==> src/consmax_pkg.sv <==
`default_nettype none

package consmax_pkg;

    localparam int idata_bit = 8;    // Input score
    localparam int odata_bit = 8;    // Output integer
    localparam int cdata_bit = 8;    // Shift config with 0..15 used

    localparam int exp_bit   = 8;
    localparam int mat_bit   = 7;
    localparam int lut_data  = exp_bit + mat_bit + 1;
    localparam int lut_addr  = 4;    // One nibble per table
    localparam int lut_depth = 16;

    localparam logic [exp_bit-1:0] exp_bias = 8'd127;

    localparam int num_head  = 2;
    localparam int num_lane  = 4;    // Lanes per head
    localparam int head_bits = num_lane * idata_bit;

    // Plain bfloat16 layout
    typedef struct packed {
        logic               sign;
        logic [exp_bit-1:0] exp;
        logic [mat_bit-1:0] mant;
    } bf16_t;

    // Write port shared by every lane table
    typedef struct packed {
        logic                wen;
        logic                sel;      // High nibble table when set
        logic [lut_addr-1:0] addr;
        bf16_t               wdata;
    } lut_wr_t;

    // Lane j sits at index j
    typedef logic [num_lane-1:0][idata_bit-1:0] head_data_t;

endpackage

`default_nettype wire

==> src/consmax_lut.sv <==
`timescale 1ns/1ps
`default_nettype none

module consmax_lut (
    input  wire logic                             clk,
    input  wire logic [consmax_pkg::lut_addr-1:0] addr,
    input  wire logic                             wen,
    input  wire consmax_pkg::bf16_t               wdata,
    input  wire logic                             ren,
    output consmax_pkg::bf16_t                    rdata
);

    logic [consmax_pkg::lut_data-1:0] mem [consmax_pkg::lut_depth];

    always_ff @(posedge clk) begin
        if (wen) begin
            mem[addr] <= wdata;
        end
    end

    // Read data holds between lookups
    always_ff @(posedge clk) begin
        if (ren) begin
            rdata <= mem[addr];
        end
    end

endmodule

`default_nettype wire

==> src/bf16_mul.sv <==
`timescale 1ns/1ps
`default_nettype none

module bf16_mul (
    input  wire consmax_pkg::bf16_t a,
    input  wire consmax_pkg::bf16_t b,
    output consmax_pkg::bf16_t      result
);

    logic                                   sign;
    logic                                   zero_in;
    logic [2*consmax_pkg::mat_bit+1:0]      prod;
    logic                                   norm;
    logic [consmax_pkg::mat_bit-1:0]        mant_n;
    logic signed [consmax_pkg::exp_bit+1:0] exp_sum;

    assign sign    = a.sign ^ b.sign;
    assign zero_in = (a.exp == '0) || (b.exp == '0);   // No denormals

    // Mantissas with hidden ones give a product in [1, 4)
    assign prod = {1'b1, a.mant} * {1'b1, b.mant};
    assign norm = prod[2*consmax_pkg::mat_bit+1];

    // Truncated without rounding
    assign mant_n = norm ? prod[2*consmax_pkg::mat_bit -: consmax_pkg::mat_bit]
                         : prod[2*consmax_pkg::mat_bit-1 -: consmax_pkg::mat_bit];

    // Two guard bits catch both underflow and overflow
    assign exp_sum = $signed({2'b00, a.exp}
                           + {2'b00, b.exp}
                           + {{(consmax_pkg::exp_bit+1){1'b0}}, norm}
                           - {2'b00, consmax_pkg::exp_bias});

    always_comb begin
        result.sign = sign;
        if (zero_in || exp_sum <= 10'sd0) begin
            result.exp  = '0;                // Signed zero
            result.mant = '0;
        end else if (exp_sum >= 10'sd255) begin
            // Clamp to the largest finite value
            result.exp  = {{(consmax_pkg::exp_bit-1){1'b1}}, 1'b0};
            result.mant = '1;
        end else begin
            result.exp  = exp_sum[consmax_pkg::exp_bit-1:0];
            result.mant = mant_n;
        end
    end

endmodule

`default_nettype wire

==> src/fp_to_int.sv <==
`timescale 1ns/1ps
`default_nettype none

module fp_to_int (
    input  wire logic [consmax_pkg::cdata_bit-1:0]   shift,
    input  wire consmax_pkg::bf16_t                  fp,
    output logic signed [consmax_pkg::odata_bit-1:0] value
);

    logic [consmax_pkg::exp_bit:0]     up;        // Integer bits above the point
    logic [consmax_pkg::exp_bit:0]     down;      // Exponent distance below 1.0
    logic                              half_only; // Value in [0.5, 1)
    logic                              ovf;
    logic                              unf;
    logic [2:0]                        rsh;
    logic [consmax_pkg::mat_bit:0]     mag;
    logic [consmax_pkg::mat_bit+1:0]   twice;     // Value times 2 with the guard at the lsb
    logic [consmax_pkg::mat_bit+1:0]   rnd;
    logic [consmax_pkg::odata_bit-2:0] int_mag;

    assign mag = {1'b1, fp.mant};

    always_comb begin
        up        = '0;
        down      = {1'b0, consmax_pkg::exp_bias} - {1'b0, fp.exp};
        half_only = 1'b0;
        ovf       = 1'b0;
        unf       = 1'b0;
        rsh       = '0;
        if (fp.exp == '0) begin
            unf = 1'b1;
        end else if (fp.exp >= consmax_pkg::exp_bias) begin      // At or above 1.0
            up = {1'b0, fp.exp} - {1'b0, consmax_pkg::exp_bias} + {1'b0, shift};
        end else if ({1'b0, shift} >= down) begin  // Shift lifts it back over 1.0
            up = {1'b0, shift} - down;
        end else if (down - {1'b0, shift} == 9'd1) begin
            half_only = 1'b1;
        end else begin
            unf = 1'b1;                            // Below one half
        end

        if (!unf && !half_only) begin
            if (up >= 9'd7) begin
                ovf = 1'b1;                        // At least 128
            end else begin
                rsh = 3'd6 - up[2:0];
            end
        end else if (half_only) begin
            rsh = 3'd7;
        end
    end

    assign twice = {1'b0, mag} >> rsh;
    assign rnd   = (twice + 9'd1) >> 1;            // Half up

    always_comb begin
        if (unf) begin
            int_mag = '0;
        end else if (ovf || rnd[consmax_pkg::mat_bit+1 -: 2] != 2'b00) begin
            int_mag = '1;
        end else begin
            int_mag = rnd[consmax_pkg::odata_bit-2:0];
        end
    end

    assign value = fp.sign ? (~{1'b0, int_mag} + 8'd1) : {1'b0, int_mag};

endmodule

`default_nettype wire

==> src/consmax_lane.sv <==
`timescale 1ns/1ps
`default_nettype none

module consmax_lane (
    input  wire logic                              clk,
    input  wire logic                              rstn,
    input  wire logic [consmax_pkg::cdata_bit-1:0] cfg_shift,
    input  wire consmax_pkg::lut_wr_t              lut_wr,
    input  wire logic [consmax_pkg::idata_bit-1:0] idata,
    input  wire logic                              idata_valid,
    output logic      [consmax_pkg::odata_bit-1:0] odata,
    output logic                                   odata_valid
);

    logic [consmax_pkg::idata_bit-1:0]        score_q;
    logic                                     valid_q;
    logic                                     lut_ren;
    logic                                     rd_valid_q;
    logic [consmax_pkg::lut_addr-1:0]         nib      [2];
    logic [consmax_pkg::lut_addr-1:0]         tab_addr [2];
    logic                                     tab_wen  [2];
    consmax_pkg::bf16_t                       tab_rdata [2];
    consmax_pkg::bf16_t                       product;
    logic signed [consmax_pkg::odata_bit-1:0] conv;

    // Stage 1
    always_ff @(posedge clk) begin
        if (idata_valid) begin
            score_q <= idata;
        end
    end

    always_ff @(posedge clk or negedge rstn) begin
        if (!rstn) begin
            valid_q <= 1'b0;
        end else begin
            valid_q <= idata_valid;
        end
    end

    assign nib[0]  = score_q[consmax_pkg::lut_addr-1:0];
    assign nib[1]  = score_q[consmax_pkg::idata_bit-1 -: consmax_pkg::lut_addr];
    assign lut_ren = valid_q && !lut_wr.wen;       // Any write kills the lookup

    // Stage 2 where table 0 serves the low nibble
    for (genvar t = 0; t < 2; t++) begin : g_tab
        assign tab_wen[t]  = lut_wr.wen && (lut_wr.sel == 1'(t));
        assign tab_addr[t] = tab_wen[t] ? lut_wr.addr : nib[t];

        consmax_lut lut_i (
            .clk   (clk),
            .addr  (tab_addr[t]),
            .wen   (tab_wen[t]),
            .wdata (lut_wr.wdata),
            .ren   (lut_ren),
            .rdata (tab_rdata[t])
        );
    end

    always_ff @(posedge clk or negedge rstn) begin
        if (!rstn) begin
            rd_valid_q <= 1'b0;
        end else begin
            rd_valid_q <= lut_ren;
        end
    end

    // exp(lo) * exp(hi) gives exp(score)
    bf16_mul mul_i (
        .a      (tab_rdata[0]),
        .b      (tab_rdata[1]),
        .result (product)
    );

    fp_to_int conv_i (
        .shift (cfg_shift),
        .fp    (product),
        .value (conv)
    );

    // Stage 3
    always_ff @(posedge clk or negedge rstn) begin
        if (!rstn) begin
            odata       <= '0;
            odata_valid <= 1'b0;
        end else begin
            odata_valid <= rd_valid_q;
            if (rd_valid_q) begin
                odata <= conv;      // Held when the read was dropped
            end
        end
    end

endmodule

`default_nettype wire

==> config.mk <==
export PLATFORM = sky130hd
export DESIGN_NAME = consmax_lane
export DESIGN_NICKNAME = d
export VERILOG_FILES = /design/src/consmax_pkg.sv /design/src/consmax_lut.sv /design/src/bf16_mul.sv /design/src/fp_to_int.sv /design/src/consmax_lane.sv
export SDC_FILE = /design/constraint.sdc
export NUM_CORES = 1
export LEC_CHECK = 0
export BUFFER_PORTS_ARGS = -buffer_cell sky130_fd_sc_hd__clkbuf_2
export CORE_MARGIN = 2
export CORE_UTILIZATION = 55
export CTS_CLUSTER_DIAMETER = 40
export CTS_CLUSTER_SIZE = 25
export DETAILED_ROUTE_END_ITERATION = 16
export PLACE_DENSITY = 0.71
export SLEW_MARGIN = 10
export SYNTH_ARGS = -nofsm -noshare
export SYNTH_HDL_FRONTEND = slang
export SYNTH_SLANG_ARGS = --single-unit
==> constraint.sdc <==
create_clock -name clk -period 16.05 [get_ports clk]
set_clock_uncertainty 0.15 [all_clocks]
set_input_delay 0.8025 -clock clk [delete_from_list [all_inputs] [get_ports clk]]
set_output_delay 0.8025 -clock clk [all_outputs]
set_load 0.05 [all_outputs]
==> flow_summary.yaml <==
yosys:
  synthArstFlopShare_pct: 1.95
  synth.area.top_cells: "edfxtp_1 62%, mux4_2 11%, fa_1 3.4%"
  syn_inst: 1686
  syn_area_per_cell_sq_um: 15.8
  synth_edf_count: 552
  synth_fp_nets: 1844
  yosys_warnings: 0
  synth_top_area_cell: "edfxtp_1"
  synth_flop_cell: "edfxtp_1"
  ys_ff_latch: 563
  seq_area_frac_synth_pct: 63.4
  synth_cell_types: 92
  syn-cell-area_sq_mm: 0.0266
  synth_top_area_share_pct: 62.3
timing:
  slew_viol_final: 0
  fin_crit_ns: 14.31
  clock.fmax_mhz: 69.9
  period_share_pct: 89.1
  finalSetupViolCount: 0
  worst_pin_slew_ns: 1.04
  final_hold_viol_count: 0
  slew_headroom_pct: 30.8
  fin_setup_tns_ns: 0
  rsz0062_at_grt: "false"
finish:
  drive_above_1_share_pct: 21.1
  ff_latch_area_sq_mm: 0.0169
  layout.cells.non_filler: 2447
  area_delta_synth_final_pct: 13.5
  multi_input_area_sq_mm: 0.00920
  fin_nets: 1934
  fillers: 3326
  antenna_cells: 0
critical_path:
  regToRegStartpoint: "g_tab[1].lut_i.rdata[2]"
  critPathLaunch: "g_tab[1].lut_i.rdata[2]"
  cp_data_required_time_ns: 16.33
  crit_fanout: 13
  slowest_delay_ns: 0.54
  ff2ff_setup_slack_ns: 1.74
  reg2reg_depth: 60
  crit_path_start_kind: "flop"
  cp.arrival_ns: 14.59
  r2r_end: "odata[6]"
  critPathKind: "flop to flop"
  cpMaxStageDelayCell: "fa_1"
  path_common_cell: "inv_1"
  endpoint: "odata[6]"
  end_kind: "flop"
outcome:
  status: "complete, no violations"
clock_network:
  clock_path_buffers: 3
  cts_tree: "built"
  cts.clk_slew.worst_paths_ns: 0.07
  clk_latency_ns: 0.62
  clock_sinks: 563
  cts_max_level: 3
  root_buffer: "clkbuf_16"
  cts_resized: 0
  cts_buffers: 68
  cts_setup_buffers: 0
grt:
  grt_pass1_vias: 15780
  use_met2_pct: 39.8
  overflow: 0
  grt_start_max_net_pins: 65
  antenna_found_initial: 0
  grt_pass1_wl_microns: 90300
  busiest_layer: "met2"
  grt_use_total_pct: 24.0
  use_met1_pct: 33.5
  use_met3_pct: 3.96
run:
  drv_cap: 0
floorplan:
  start_util_pct: 55.7
  core_sq_mm: 0.0477
  rows: 80
  pin_count: 50
  dieArea_sq_mm: 0.0501
  dieHeight_microns: 224
  die_w_microns: 224
placement:
  io_buffer_count: 49
  numPlacedInstances: 2320
  place_hpwl_microns: 36200
  routabilityCongestion: 0.905
worst_hold_path:
  hp-class: "input port to flop"
power_and_ir_drop:
  leakagePower_nw: 10.5
  p_per_area_mw_per_mm2: 148
  ir_worst_vdd_mv: 0.101
detailed_routing:
  routed_via_density: 6.18
  postRouteAntennaNets: 0
  wirelength_microns: 57900
  route.detailed.drc: 0
  wl_per_cell_microns: 23.7
  drtIter0Drc: 1640
  vias: 15111
  firstDrtPassIters: 5
[power by group]
part / switching [mW] / total [mW] / leakage (nW) / internal, mW
Clock: 0.664 / 1.61 / 1.19 / 0.950
Sequential: 0.0176 / 1.67 / 5.12 / 1.65
Combinational: 0.722 / 1.19 / 4.19 / 0.463
Total: 1.40 / 4.47 / 10.5 / 3.07
[final cells by class]
cell class | instances | area share (%)
Multi-Input combinational cell | 954 | 30.5
Tap cell | 615 | 2.55
Timing Repair Buffer | 88 | 1.79
Sequential cell | 563 | 55.8
Inverter | 101 | 1.26
Clock buffer | 71 | 5.68
Clock inverter | 55 | 2.42
[stage by stage]
step | worst slack, ns | util [%] | hold slack [ns] | cell area [sq um] | power, mW
finish | 1.74 | 63.2 | 0.215 | 30200 | 4.47
global route | 0.489 | 63.2 | 0.191 | 30200 | 4.69
CTS | 1.84 | 63.2 | 0.183 | 30200 | 4.49
detailed placement | 1.88 | 58.1 | 0.361 | 27700 | 2.88
global placement | 2.32 | 58.1 | 0.363 | 27700 | 2.86
floorplan | 3.09 | - | 0.202 | 26600 | 2.59
[worst min-delay path by stage]
| stage | to | cells past startpoint | slack [ns] | startpoint |
|---|---|---|---|---|
| floorplan | odata_valid | 0 | 0.20 | rd_valid_q |
| global placement | odata[2] | 2 | 0.36 | odata[2] |
| detailed placement | odata[0] | 2 | 0.36 | odata[0] |
| CTS | score_q[7] | 1 | 0.18 | idata[7] |
| global route | score_q[7] | 1 | 0.19 | idata[7] |
| finish | score_q[4] | 1 | 0.22 | idata[4] |
[layer usage]
metal / wire (microns) / vias to the layer above
li1: - / 6759
met1: 24600 / 7758
met2: 28700 / 518
met3: 3630 / 76
met4: 1050 / 0
met5: 0 / -
[registers in the layout, summed over array words and instances, names as in the netlist]
name               cells
odata                  8
score_q                8
rd_valid_q             1
valid_q                1
g_tab.lut_i.mem      512
odata_valid            1
g_tab.lut_i.rdata     32
[cell usage after synthesis, types with 6 or more instances]
master    number
clkbuf_1      47
nor3_1        30
nand2_1      114
nand3_1       12
o21ai_0       42
nand4_1        7
o211ai_1       6
buf_2          6
ha_1          72
a21boi_0       6
xor2_1        14
mux2i_1       14
and2_1        65
nor2_1        89
edfxtp_1     552
nand2b_1      10
a21oi_1       35
o21a_1        12
nor2b_1        9
mux4_2       128
dfrtp_1       11
a211oi_1      44
o21ai_1        6
or3_1          9
xnor2_1       14
fa_1          45
a31oi_1       41
nor4_1        10
buf_1         12
a21o_1        15
inv_1        100
[logic make-up (layout without fill, tap and decap cells)]
family / count (synthesis) / after routing / share of synthesized area (%)
adders and majority gates: 117 / 117 / 6.78
AOI/OAI and AO/OA: 262 / 262 / 7.18
DFF: 563 / 563 / 63.4
xor gates and xnor gates: 28 / 28 / 0.922
muxes: 148 / 148 / 11.6
buffers and inverters: 169 / 315 / 2.50
and+or+nand+nor: 399 / 399 / 7.62
[worst max-delay path, delay by kind of cell, from the launching register on]
family,cells,cell delay [ns]
adder cells (fa/ha/maj),12,3.85
AND/OR/NAND/NOR,13,3.12
flip-flops,1,0.50
buffers and inverters,8,0.53
XOR/XNOR,2,0.31
AO/OA/AOI/OAI,25,5.69
[cell usage in the layout, fill, tap and decap left out, drive strengths merged, types with 37 or more instances in the layout]
cell type	instances
edfxtp	552
nor2	90
ha	72
inv	125
nand2	114
buf	38
fa	45
o21ai	50
a211oi	45
a31oi	41
and2	69
a21oi	37
clkbuf	120
mux4	128
[repair_timing]
item | CTS | global route
setup endpoints to repair | 0 | 0
hold buffers | 1 | 0
endpoints found under the hold margin | 11 | 0
(Power assumes the default switching activity.)
